===== config.mk =====
export PLATFORM = sky130hd
export DESIGN_NAME = mci_lite_top
export DESIGN_NICKNAME = d
export VERILOG_FILES = /design/src/source/mci_lite_pkg.sv /design/src/source/mci_wdt_if.sv /design/src/source/mci_err_if.sv /design/src/source/mci_csr_bank.sv /design/src/source/mci_wdt.sv /design/src/source/mci_intr_ctrl.sv /design/src/source/mci_lite_top.sv
export SDC_FILE = /design/constraint.sdc
export NUM_CORES = 1
export LEC_CHECK = 0
export BUFFER_PORTS_ARGS = -buffer_cell sky130_fd_sc_hd__buf_2
export CELL_PAD_IN_SITES_DETAIL_PLACEMENT = 0
export CELL_PAD_IN_SITES_GLOBAL_PLACEMENT = 1
export CORE_UTILIZATION = 44
export CTS_CLUSTER_DIAMETER = 80
export DETAILED_ROUTE_END_ITERATION = 8
export HOLD_SLACK_MARGIN = 0.08
export PLACE_DENSITY = 0.82
export SYNTH_ARGS = -nofsm -noshare
export SYNTH_HDL_FRONTEND = slang
export SYNTH_SLANG_ARGS = --single-unit

===== constraint.sdc =====
create_clock -name clk -period 3.9 [get_ports clk]
set_input_delay 0.39 -clock clk [delete_from_list [all_inputs] [get_ports clk]]
set_output_delay 0.39 -clock clk [all_outputs]
set_load 0.1 [all_outputs]

===== src/source/mci_lite_pkg.sv =====
////////////////////////////////////////////////////////////
// Shared types and register map of the management controller
// Modules refer to these by scoped name
////////////////////////////////////////////////////////////

package mci_lite_pkg;

    // Widths that carry a meaning
    typedef logic [3:0]  csr_addr_t;
    typedef logic [31:0] csr_data_t;
    typedef logic [31:0] err_vec_t;
    typedef logic [31:0] wdt_period_t;

    ////////////////////////////////////////////////////////////
    // Register word addresses
    ////////////////////////////////////////////////////////////
    localparam csr_addr_t ADDR_WDT_EN               = 4'd0;
    localparam csr_addr_t ADDR_WDT_RESTART          = 4'd1;
    localparam csr_addr_t ADDR_WDT_T1_PERIOD        = 4'd2;
    localparam csr_addr_t ADDR_WDT_T2_PERIOD        = 4'd3;
    localparam csr_addr_t ADDR_WDT_STATUS           = 4'd4;
    localparam csr_addr_t ADDR_ERR_FATAL_MASK       = 4'd5;
    localparam csr_addr_t ADDR_ERR_NON_FATAL_MASK   = 4'd6;
    localparam csr_addr_t ADDR_ERR_FATAL_STATUS     = 4'd7;
    localparam csr_addr_t ADDR_ERR_NON_FATAL_STATUS = 4'd8;
    localparam csr_addr_t ADDR_INTR_EN              = 4'd9;
    localparam csr_addr_t ADDR_GENERIC_OUT          = 4'd10;
    localparam csr_addr_t ADDR_GENERIC_IN           = 4'd11;

    // Bit positions in the watchdog status word
    localparam int WDT_T1_BIT = 0;
    localparam int WDT_T2_BIT = 1;

    // Periods out of reset, longest possible
    localparam wdt_period_t RESET_T1_PERIOD = 32'hFFFF_FFFF;
    localparam wdt_period_t RESET_T2_PERIOD = 32'hFFFF_FFFF;

endpackage


===== src/source/mci_wdt_if.sv =====
////////////////////////////////////////////////////////////
// Watchdog control and timeout status between the CSR bank
// and the watchdog counters
////////////////////////////////////////////////////////////

interface mci_wdt_if;

    logic                      wdt_en;
    logic                      t1_restart;
    logic                      t1_serviced;
    mci_lite_pkg::wdt_period_t t1_period;
    mci_lite_pkg::wdt_period_t t2_period;

    // Timeout levels back from the watchdog
    logic                      t1_timeout;
    logic                      t2_timeout;

    modport csr (
        output wdt_en, t1_restart, t1_serviced, t1_period, t2_period,
        input  t1_timeout, t2_timeout
    );

    modport wdt (
        input  wdt_en, t1_restart, t1_serviced, t1_period, t2_period,
        output t1_timeout, t2_timeout
    );

endinterface


===== src/source/mci_err_if.sv =====
////////////////////////////////////////////////////////////
// Error masks, clear pulses and sticky status readback
// between the CSR bank and the interrupt controller
////////////////////////////////////////////////////////////

interface mci_err_if;

    mci_lite_pkg::err_vec_t fatal_mask;
    mci_lite_pkg::err_vec_t non_fatal_mask;
    // One-cycle write-1-to-clear pulses
    mci_lite_pkg::err_vec_t fatal_clr;
    mci_lite_pkg::err_vec_t non_fatal_clr;
    logic                   wdt_intr_en;

    mci_lite_pkg::err_vec_t fatal_status;
    mci_lite_pkg::err_vec_t non_fatal_status;

    modport csr (
        output fatal_mask, non_fatal_mask, fatal_clr, non_fatal_clr, wdt_intr_en,
        input  fatal_status, non_fatal_status
    );

    modport intr (
        input  fatal_mask, non_fatal_mask, fatal_clr, non_fatal_clr, wdt_intr_en,
        output fatal_status, non_fatal_status
    );

endinterface


===== src/source/mci_csr_bank.sv =====
////////////////////////////////////////////////////////////
// Register bank behind the request strobe bus
// Writes land on the request edge, reads return one cycle later
////////////////////////////////////////////////////////////

module mci_csr_bank (
    input  logic                    clk,
    input  logic                    rst_i,
    input  logic                    req_i,
    input  logic                    write_i,
    input  mci_lite_pkg::csr_addr_t addr_i,
    input  mci_lite_pkg::csr_data_t wdata_i,
    input  mci_lite_pkg::csr_data_t generic_in_i,
    output mci_lite_pkg::csr_data_t rdata_o,
    output logic                    rvalid_o,
    output mci_lite_pkg::csr_data_t generic_out_o,
    mci_wdt_if.csr                  wdt_o,
    mci_err_if.csr                  err_o
);

    logic                      wr_en;
    logic                      rd_en;

    logic                      wdt_en_q;
    mci_lite_pkg::wdt_period_t t1_period_q;
    mci_lite_pkg::wdt_period_t t2_period_q;
    mci_lite_pkg::err_vec_t    fatal_mask_q;
    mci_lite_pkg::err_vec_t    non_fatal_mask_q;
    logic                      intr_en_q;
    mci_lite_pkg::csr_data_t   generic_out_q;

    logic                      t1_restart_q;
    logic                      t1_serviced_q;
    mci_lite_pkg::err_vec_t    fatal_clr_q;
    mci_lite_pkg::err_vec_t    non_fatal_clr_q;

    mci_lite_pkg::csr_data_t   rd_mux;
    mci_lite_pkg::csr_data_t   rdata_q;
    logic                      rvalid_q;

    assign wr_en = req_i & write_i;
    assign rd_en = req_i & ~write_i;

    ////////////////////////////////////////////////////////////
    // Write side
    ////////////////////////////////////////////////////////////
    always_ff @(posedge clk) begin
        if (rst_i) begin
            wdt_en_q         <= 1'b0;
            t1_period_q      <= mci_lite_pkg::RESET_T1_PERIOD;
            t2_period_q      <= mci_lite_pkg::RESET_T2_PERIOD;
            fatal_mask_q     <= '0;
            non_fatal_mask_q <= '0;
            intr_en_q        <= 1'b0;
            generic_out_q    <= '0;
            t1_restart_q     <= 1'b0;
            t1_serviced_q    <= 1'b0;
            fatal_clr_q      <= '0;
            non_fatal_clr_q  <= '0;
        end else begin
            // Pulses last a single cycle unless rewritten
            t1_restart_q    <= 1'b0;
            t1_serviced_q   <= 1'b0;
            fatal_clr_q     <= '0;
            non_fatal_clr_q <= '0;
            if (wr_en) begin
                case (addr_i)
                    mci_lite_pkg::ADDR_WDT_EN:               wdt_en_q <= wdata_i[0];
                    mci_lite_pkg::ADDR_WDT_RESTART:          t1_restart_q <= wdata_i[0];
                    mci_lite_pkg::ADDR_WDT_T1_PERIOD:        t1_period_q <= wdata_i;
                    mci_lite_pkg::ADDR_WDT_T2_PERIOD:        t2_period_q <= wdata_i;
                    mci_lite_pkg::ADDR_WDT_STATUS:
                        t1_serviced_q <= wdata_i[mci_lite_pkg::WDT_T1_BIT];
                    mci_lite_pkg::ADDR_ERR_FATAL_MASK:       fatal_mask_q <= wdata_i;
                    mci_lite_pkg::ADDR_ERR_NON_FATAL_MASK:   non_fatal_mask_q <= wdata_i;
                    mci_lite_pkg::ADDR_ERR_FATAL_STATUS:     fatal_clr_q <= wdata_i;
                    mci_lite_pkg::ADDR_ERR_NON_FATAL_STATUS: non_fatal_clr_q <= wdata_i;
                    mci_lite_pkg::ADDR_INTR_EN:              intr_en_q <= wdata_i[0];
                    mci_lite_pkg::ADDR_GENERIC_OUT:          generic_out_q <= wdata_i;
                    default: ;
                endcase
            end
        end
    end

    ////////////////////////////////////////////////////////////
    // Read side
    ////////////////////////////////////////////////////////////
    always_comb begin
        rd_mux = '0;
        case (addr_i)
            mci_lite_pkg::ADDR_WDT_EN:               rd_mux[0] = wdt_en_q;
            mci_lite_pkg::ADDR_WDT_T1_PERIOD:        rd_mux = t1_period_q;
            mci_lite_pkg::ADDR_WDT_T2_PERIOD:        rd_mux = t2_period_q;
            mci_lite_pkg::ADDR_WDT_STATUS: begin
                rd_mux[mci_lite_pkg::WDT_T1_BIT] = wdt_o.t1_timeout;
                rd_mux[mci_lite_pkg::WDT_T2_BIT] = wdt_o.t2_timeout;
            end
            mci_lite_pkg::ADDR_ERR_FATAL_MASK:       rd_mux = fatal_mask_q;
            mci_lite_pkg::ADDR_ERR_NON_FATAL_MASK:   rd_mux = non_fatal_mask_q;
            mci_lite_pkg::ADDR_ERR_FATAL_STATUS:     rd_mux = err_o.fatal_status;
            mci_lite_pkg::ADDR_ERR_NON_FATAL_STATUS: rd_mux = err_o.non_fatal_status;
            mci_lite_pkg::ADDR_INTR_EN:              rd_mux[0] = intr_en_q;
            mci_lite_pkg::ADDR_GENERIC_OUT:          rd_mux = generic_out_q;
            mci_lite_pkg::ADDR_GENERIC_IN:           rd_mux = generic_in_i;
            // Restart and unmapped words read as zero
            default: ;
        endcase
    end

    always_ff @(posedge clk) begin
        if (rd_en) begin
            rdata_q <= rd_mux;
        end
    end

    always_ff @(posedge clk) begin
        if (rst_i) begin
            rvalid_q <= 1'b0;
        end else begin
            rvalid_q <= rd_en;
        end
    end

    assign rdata_o       = rdata_q;
    assign rvalid_o      = rvalid_q;
    assign generic_out_o = generic_out_q;

    // Controls toward the watchdog and interrupt controller
    assign wdt_o.wdt_en         = wdt_en_q;
    assign wdt_o.t1_restart     = t1_restart_q;
    assign wdt_o.t1_serviced    = t1_serviced_q;
    assign wdt_o.t1_period      = t1_period_q;
    assign wdt_o.t2_period      = t2_period_q;
    assign err_o.fatal_mask     = fatal_mask_q;
    assign err_o.non_fatal_mask = non_fatal_mask_q;
    assign err_o.fatal_clr      = fatal_clr_q;
    assign err_o.non_fatal_clr  = non_fatal_clr_q;
    assign err_o.wdt_intr_en    = intr_en_q;

endmodule


===== src/source/mci_wdt.sv =====
////////////////////////////////////////////////////////////
// Cascaded two-stage watchdog
// Timer 2 runs only while the timer 1 timeout is unserviced
////////////////////////////////////////////////////////////

module mci_wdt (
    input  logic   clk,
    input  logic   rst_i,
    mci_wdt_if.wdt ctrl_i
);

    mci_lite_pkg::wdt_period_t t1_cnt_q;
    mci_lite_pkg::wdt_period_t t2_cnt_q;
    mci_lite_pkg::wdt_period_t t1_next;
    mci_lite_pkg::wdt_period_t t2_next;
    logic                      t1_timeout_q;
    logic                      t2_timeout_q;

    assign t1_next = t1_cnt_q + 1'b1;
    assign t2_next = t2_cnt_q + 1'b1;

    ////////////////////////////////////////////////////////////
    // Timer 1
    ////////////////////////////////////////////////////////////
    always_ff @(posedge clk) begin
        if (rst_i) begin
            t1_cnt_q     <= '0;
            t1_timeout_q <= 1'b0;
        end else if (!ctrl_i.wdt_en) begin
            t1_cnt_q     <= '0;
            t1_timeout_q <= 1'b0;
        end else if (ctrl_i.t1_serviced) begin
            t1_cnt_q     <= '0;
            t1_timeout_q <= 1'b0;
        end else if (ctrl_i.t1_restart) begin
            t1_cnt_q <= '0;
        end else if (!t1_timeout_q) begin
            t1_cnt_q <= t1_next;
            // Also catches a period lowered below the running count
            if (t1_next >= ctrl_i.t1_period) begin
                t1_timeout_q <= 1'b1;
            end
        end
    end

    ////////////////////////////////////////////////////////////
    // Timer 2
    ////////////////////////////////////////////////////////////
    always_ff @(posedge clk) begin
        if (rst_i) begin
            t2_cnt_q     <= '0;
            t2_timeout_q <= 1'b0;
        end else if (!ctrl_i.wdt_en || !t1_timeout_q || ctrl_i.t1_serviced) begin
            // Timeout level is sticky until reset
            t2_cnt_q <= '0;
        end else if (!t2_timeout_q) begin
            t2_cnt_q <= t2_next;
            if (t2_next >= ctrl_i.t2_period) begin
                t2_timeout_q <= 1'b1;
            end
        end
    end

    assign ctrl_i.t1_timeout = t1_timeout_q;
    assign ctrl_i.t2_timeout = t2_timeout_q;

endmodule


===== src/source/mci_intr_ctrl.sv =====
////////////////////////////////////////////////////////////
// Sticky error capture with masking, and the interrupt
// and NMI outputs driven from the watchdog timeouts
////////////////////////////////////////////////////////////

module mci_intr_ctrl (
    input  logic                   clk,
    input  logic                   rst_i,
    input  mci_lite_pkg::err_vec_t agg_error_fatal_i,
    input  mci_lite_pkg::err_vec_t agg_error_non_fatal_i,
    input  logic                   t1_timeout_i,
    input  logic                   t2_timeout_i,
    output logic                   all_error_fatal_o,
    output logic                   all_error_non_fatal_o,
    output logic                   mci_intr_o,
    output logic                   nmi_o,
    mci_err_if.intr                err_i
);

    mci_lite_pkg::err_vec_t fatal_status_q;
    mci_lite_pkg::err_vec_t non_fatal_status_q;
    logic                   all_fatal_q;
    logic                   all_non_fatal_q;
    logic                   mci_intr_q;
    logic                   nmi_q;

    ////////////////////////////////////////////////////////////
    // Sticky status, write 1 to clear
    ////////////////////////////////////////////////////////////
    always_ff @(posedge clk) begin
        if (rst_i) begin
            fatal_status_q     <= '0;
            non_fatal_status_q <= '0;
        end else begin
            // An input still high wins over its clear
            fatal_status_q     <= (fatal_status_q & ~err_i.fatal_clr) | agg_error_fatal_i;
            non_fatal_status_q <= (non_fatal_status_q & ~err_i.non_fatal_clr)
                                  | agg_error_non_fatal_i;
        end
    end

    // Registered SoC outputs
    always_ff @(posedge clk) begin
        if (rst_i) begin
            all_fatal_q     <= 1'b0;
            all_non_fatal_q <= 1'b0;
            mci_intr_q      <= 1'b0;
            nmi_q           <= 1'b0;
        end else begin
            all_fatal_q     <= |(fatal_status_q & ~err_i.fatal_mask);
            all_non_fatal_q <= |(non_fatal_status_q & ~err_i.non_fatal_mask);
            mci_intr_q      <= t1_timeout_i & err_i.wdt_intr_en;
            nmi_q           <= t2_timeout_i;
        end
    end

    assign err_i.fatal_status     = fatal_status_q;
    assign err_i.non_fatal_status = non_fatal_status_q;

    assign all_error_fatal_o     = all_fatal_q;
    assign all_error_non_fatal_o = all_non_fatal_q;
    assign mci_intr_o            = mci_intr_q;
    assign nmi_o                 = nmi_q;

endmodule


===== src/source/mci_lite_top.sv =====
////////////////////////////////////////////////////////////
// Top level of the management controller
// Bus, error inputs and interrupt outputs as plain ports
////////////////////////////////////////////////////////////

module mci_lite_top (
    input  logic                    clk,
    input  logic                    rst_i,
    input  logic                    req_i,
    input  logic                    write_i,
    input  mci_lite_pkg::csr_addr_t addr_i,
    input  mci_lite_pkg::csr_data_t wdata_i,
    input  mci_lite_pkg::csr_data_t generic_in_i,
    input  mci_lite_pkg::err_vec_t  agg_error_fatal_i,
    input  mci_lite_pkg::err_vec_t  agg_error_non_fatal_i,
    output mci_lite_pkg::csr_data_t rdata_o,
    output logic                    rvalid_o,
    output mci_lite_pkg::csr_data_t generic_out_o,
    output logic                    all_error_fatal_o,
    output logic                    all_error_non_fatal_o,
    output logic                    mci_intr_o,
    output logic                    nmi_o
);

    mci_wdt_if u_wdt_if ();
    mci_err_if u_err_if ();

    // Input side
    mci_csr_bank u_csr_bank (
        .clk           (clk),
        .rst_i         (rst_i),
        .req_i         (req_i),
        .write_i       (write_i),
        .addr_i        (addr_i),
        .wdata_i       (wdata_i),
        .generic_in_i  (generic_in_i),
        .rdata_o       (rdata_o),
        .rvalid_o      (rvalid_o),
        .generic_out_o (generic_out_o),
        .wdt_o         (u_wdt_if.csr),
        .err_o         (u_err_if.csr)
    );

    mci_wdt u_wdt (
        .clk    (clk),
        .rst_i  (rst_i),
        .ctrl_i (u_wdt_if.wdt)
    );

    // Output side
    mci_intr_ctrl u_intr_ctrl (
        .clk                   (clk),
        .rst_i                 (rst_i),
        .agg_error_fatal_i     (agg_error_fatal_i),
        .agg_error_non_fatal_i (agg_error_non_fatal_i),
        .t1_timeout_i          (u_wdt_if.t1_timeout),
        .t2_timeout_i          (u_wdt_if.t2_timeout),
        .all_error_fatal_o     (all_error_fatal_o),
        .all_error_non_fatal_o (all_error_non_fatal_o),
        .mci_intr_o            (mci_intr_o),
        .nmi_o                 (nmi_o),
        .err_i                 (u_err_if.intr)
    );

endmodule


==> impl_metrics.py <==
metrics = {
    "yosys": {
        "synth_area_leader_cell": "dfxtp_1",
        "ys_types": 49,
        "synth-async-reset-ratio": 0,
        "synth_edf_count": 32,
        "synth_flop_cell": "dfxtp_1",
        "yosysTopAreaCellShare": 0.409,
        "mappedNetlistArea_um2": 17800,
        "seq_area_frac_synth": 0.463,
        "synth-seq-cells": 395,
        "synth.avg_cell_area_um2": 8.43,
        "synthTopCellsByArea": "dfxtp_1 41%, a21oi_1 5.4%, edfxtp_1 5.4%",
        "syn_inst": 2107,
        "syn_nets": 2309,
        "yosys_warnings": 0,
    },
    "global_routing": {
        "grt_pass1_wl_mm": 91.4,
        "antenna_found_initial": 5,
        "grt_pass1_vias": 15200,
        "gr-total-overflow": 0,
        "grtUsageTotal": 0.293,
        "grt_max_degree": 96,
    },
    "clock_network": {
        "clkTransAtPathRegs_ns": 0.06,
        "cts_resized": 0,
        "postCtsSetupBuffers": 0,
        "cts_buffers": 44,
        "htree_levels": 2,
        "cts_buffer_depth": 3,
        "clock-root-buffer": "clkbuf_16",
        "cts_num_sinks": 395,
        "holdBufCountCts": 64,
        "cts_tree": "built",
        "clock_latency_ns": 0.59,
    },
    "worst_setup_path": {
        "crit_slowest_cell": "dfxtp_1",
        "worstPathCellList": "ha_1 > nand3_1 > or2_2 > nor3_1 > and3_1 > xor2_1 > ha_1 > nand4_1 > nor2_1 > nand2_1 > a2111oi_0 > o21ai_0 > a22oi_1",
        "cp-start-kind": "flop",
        "arrival_ns": 3.74,
        "cp_max_fo": 6,
        "crit_path_max_incr_delay_ns": 0.44,
        "cp_top_family": "simple AND/OR/NAND/NOR gates",
        "crit_buf_inv": 0,
        "crit_type": "reg2reg",
        "cp_common_cell": "ha_1",
        "endpoint_kind": "flop",
        "required_ns": 4.41,
    },
    "flow_run": {
        "maxCapViolations": 0,
    },
    "sta": {
        "timing.slew.headroom": 0.184,
        "setup_viol_count_final": 0,
        "clock_skew_ns": 0.0211,
        "worst_pin_slew_ns": 1.22,
        "tns_ns": 0,
        "rsz0062_at_grt": "no",
        "period_share": 0.827,
        "final_max_slew_viol_count": 0,
        "period_needed_ns": 3.23,
        "hold_violations": 0,
        "fmax_ghz": 0.310,
    },
    "placement": {
        "dp.cells": 2737,
        "place_hpwl_mm": 42.0,
        "gp_congestion": 0.903,
        "portBuffers": 204,
        "place_area_um2": 19300,
    },
    "worst_hold_path": {
        "worstHoldPathType": "in2reg",
    },
    "routing": {
        "drcViolationCount": 0,
        "dr.pass1.iters": 6,
        "routed_wirelength_mm": 61.1,
        "postRouteAntennaNets": 0,
        "num_vias": 16100,
        "routedWlPerCell_um": 21.2,
        "routed_via_density": 5.58,
        "drtIter0Drc": 1546,
    },
    "floorplanning": {
        "initial_core_util": 0.446,
        "dieArea_um2": 41200,
        "dieWidth_um": 203,
        "ioPinCount": 205,
        "core_um2": 39800,
        "die_h_um": 203,
        "rows": 73,
    },
    "cells_and_area": {
        "n_fill_cell": 3700,
        "layout-drive-gt1-share": 0.141,
        "nets": 2524,
        "final_cell_count_no_fill": 2886,
        "design_area_um2": 21600,
        "area_delta_synth_final_pct": 21.3,
        "finalCoreUtilization": 0.541,
    },
    "power_and_ir_drop": {
        "power.density_nw_per_um2": 443,
        "ir_drop_uv": 276,
        "finalPower_mw": 9.54,
        "p_leak_nw": 9.09,
    },
    "outcome": {
        "status": "completed",
    },
}
[registers in the layout (all words and copies together) (netlist names), 32 cells and up]
| name | count |
|---|---|
| u_csr_bank.err_o.fatal_clr | 32 |
| u_csr_bank.err_o.fatal_mask | 32 |
| u_csr_bank.err_o.non_fatal_clr | 32 |
| u_csr_bank.err_o.non_fatal_mask | 32 |
| u_csr_bank.generic_out_o | 32 |
| u_csr_bank.rdata_o | 32 |
| u_csr_bank.wdt_o.t1_period | 32 |
| u_csr_bank.wdt_o.t2_period | 32 |
| u_intr_ctrl.err_i.fatal_status | 32 |
| u_intr_ctrl.err_i.non_fatal_status | 32 |
| u_wdt.t1_cnt_q | 32 |
| u_wdt.t2_cnt_q | 32 |
[stage by stage]
stage / hold slack, ns / setup WS, ns
finish: 0.113 / 0.673
global route: 0.115 / 0.363
CTS: 0.0865 / 0.639
detailed placement: 0.463 / 0.626
global placement: 0.456 / 0.694
floorplan: 0.422 / 0.971
[where the power goes]
group / internal, mW / switching, mW / leakage (nW)
clock: 2.82 / 1.78 / 0.807
sequential: 4.18 / 0.0733 / 3.26
combinational: 0.204 / 0.482 / 5.02
[layer usage]
layer / track usage / vias up / share of wire
met2: 0.465 / 621 / 0.45
met4: 0.123 / 0 / 0.042
li1: - / 7668 / -
met3: 0.0445 / 123 / 0.075
met5: 0 / - / 0
met1: 0.395 / 7695 / 0.43
[synthesized netlist by cell type (all sizes together) (2+ instances only)]
| cell type | count |
|---|---|
| nor4 | 13 |
| and3 | 76 |
| clkbuf | 117 |
| buf | 9 |
| dfxtp | 363 |
| or3 | 10 |
| a221oi | 13 |
| o22ai | 24 |
| nor2 | 235 |
| or2 | 2 |
| nand2b | 6 |
| a211o | 64 |
| nand2 | 252 |
| xnor2 | 66 |
| o21ai | 17 |
| nand4 | 53 |
| a22oi | 117 |
| a21o | 7 |
| o32a | 2 |
| and4 | 9 |
| a41oi | 3 |
| a2111oi | 2 |
| ha | 66 |
| mux2i | 4 |
| a22o | 4 |
| nor2b | 11 |
| nor3 | 30 |
| nand3 | 47 |
| a211oi | 6 |
| edfxtp | 32 |
| inv | 197 |
| a21oi | 192 |
| xor2 | 47 |
[area by class of cell]
type,count,area [µm²],area share
antenna,3,7.51,0.000348
multi-input combinational,1389,8400,0.390
sequential,395,8230,0.382
tap,525,657,0.0305
clock inverter,22,328,0.0152
inverter,197,739,0.0343
timing repair buffer,295,1900,0.0880
clock buffer,60,1300,0.0604
[layout by cell type (no fill, tap or decap), types with 66 or more instances in the layout]
master and instances:
a21oi_1 192, a22oi_1 117, and3_1 76, buf_2 203, dfxtp_1 363, ha_1 66, inv_1 197, nand2_1 251
nor2_1 229, xnor2_1 66
[cell families after synthesis]
| group | share of synthesized area |
|---|---|
| AND/OR/NAND/NOR | 0.195 |
| AO/OA/AOI/OAI | 0.169 |
| flip-flops | 0.463 |
| buffers and inverters | 0.0689 |
| XOR/XNOR | 0.0557 |
| adder cells (fa/ha/maj) | 0.0465 |
| multiplexers | 0.00225 |
[tightest hold or removal path, cell delays in order]
cell and delay (ns):
buf_2 0.09, a22oi_1 0.06, nand4_1 0.06
[worst paths after layout]
check	endpoint	from	cells past startpoint	slack, ns
hold reg to reg	u_csr_bank.err_o.fatal_mask[27]	u_csr_bank.err_o.fatal_mask[27]	2	0.47
setup reg to reg	u_wdt.ctrl_i.t2_timeout	u_wdt.t2_cnt_q[0]	13	0.67
setup / recovery	u_wdt.ctrl_i.t2_timeout	u_wdt.t2_cnt_q[0]	13	0.67
hold / removal	u_csr_bank.rdata_o[7]	generic_in_i[7]	3	0.11
Note: power is estimated with default switching activity, not from simulation.
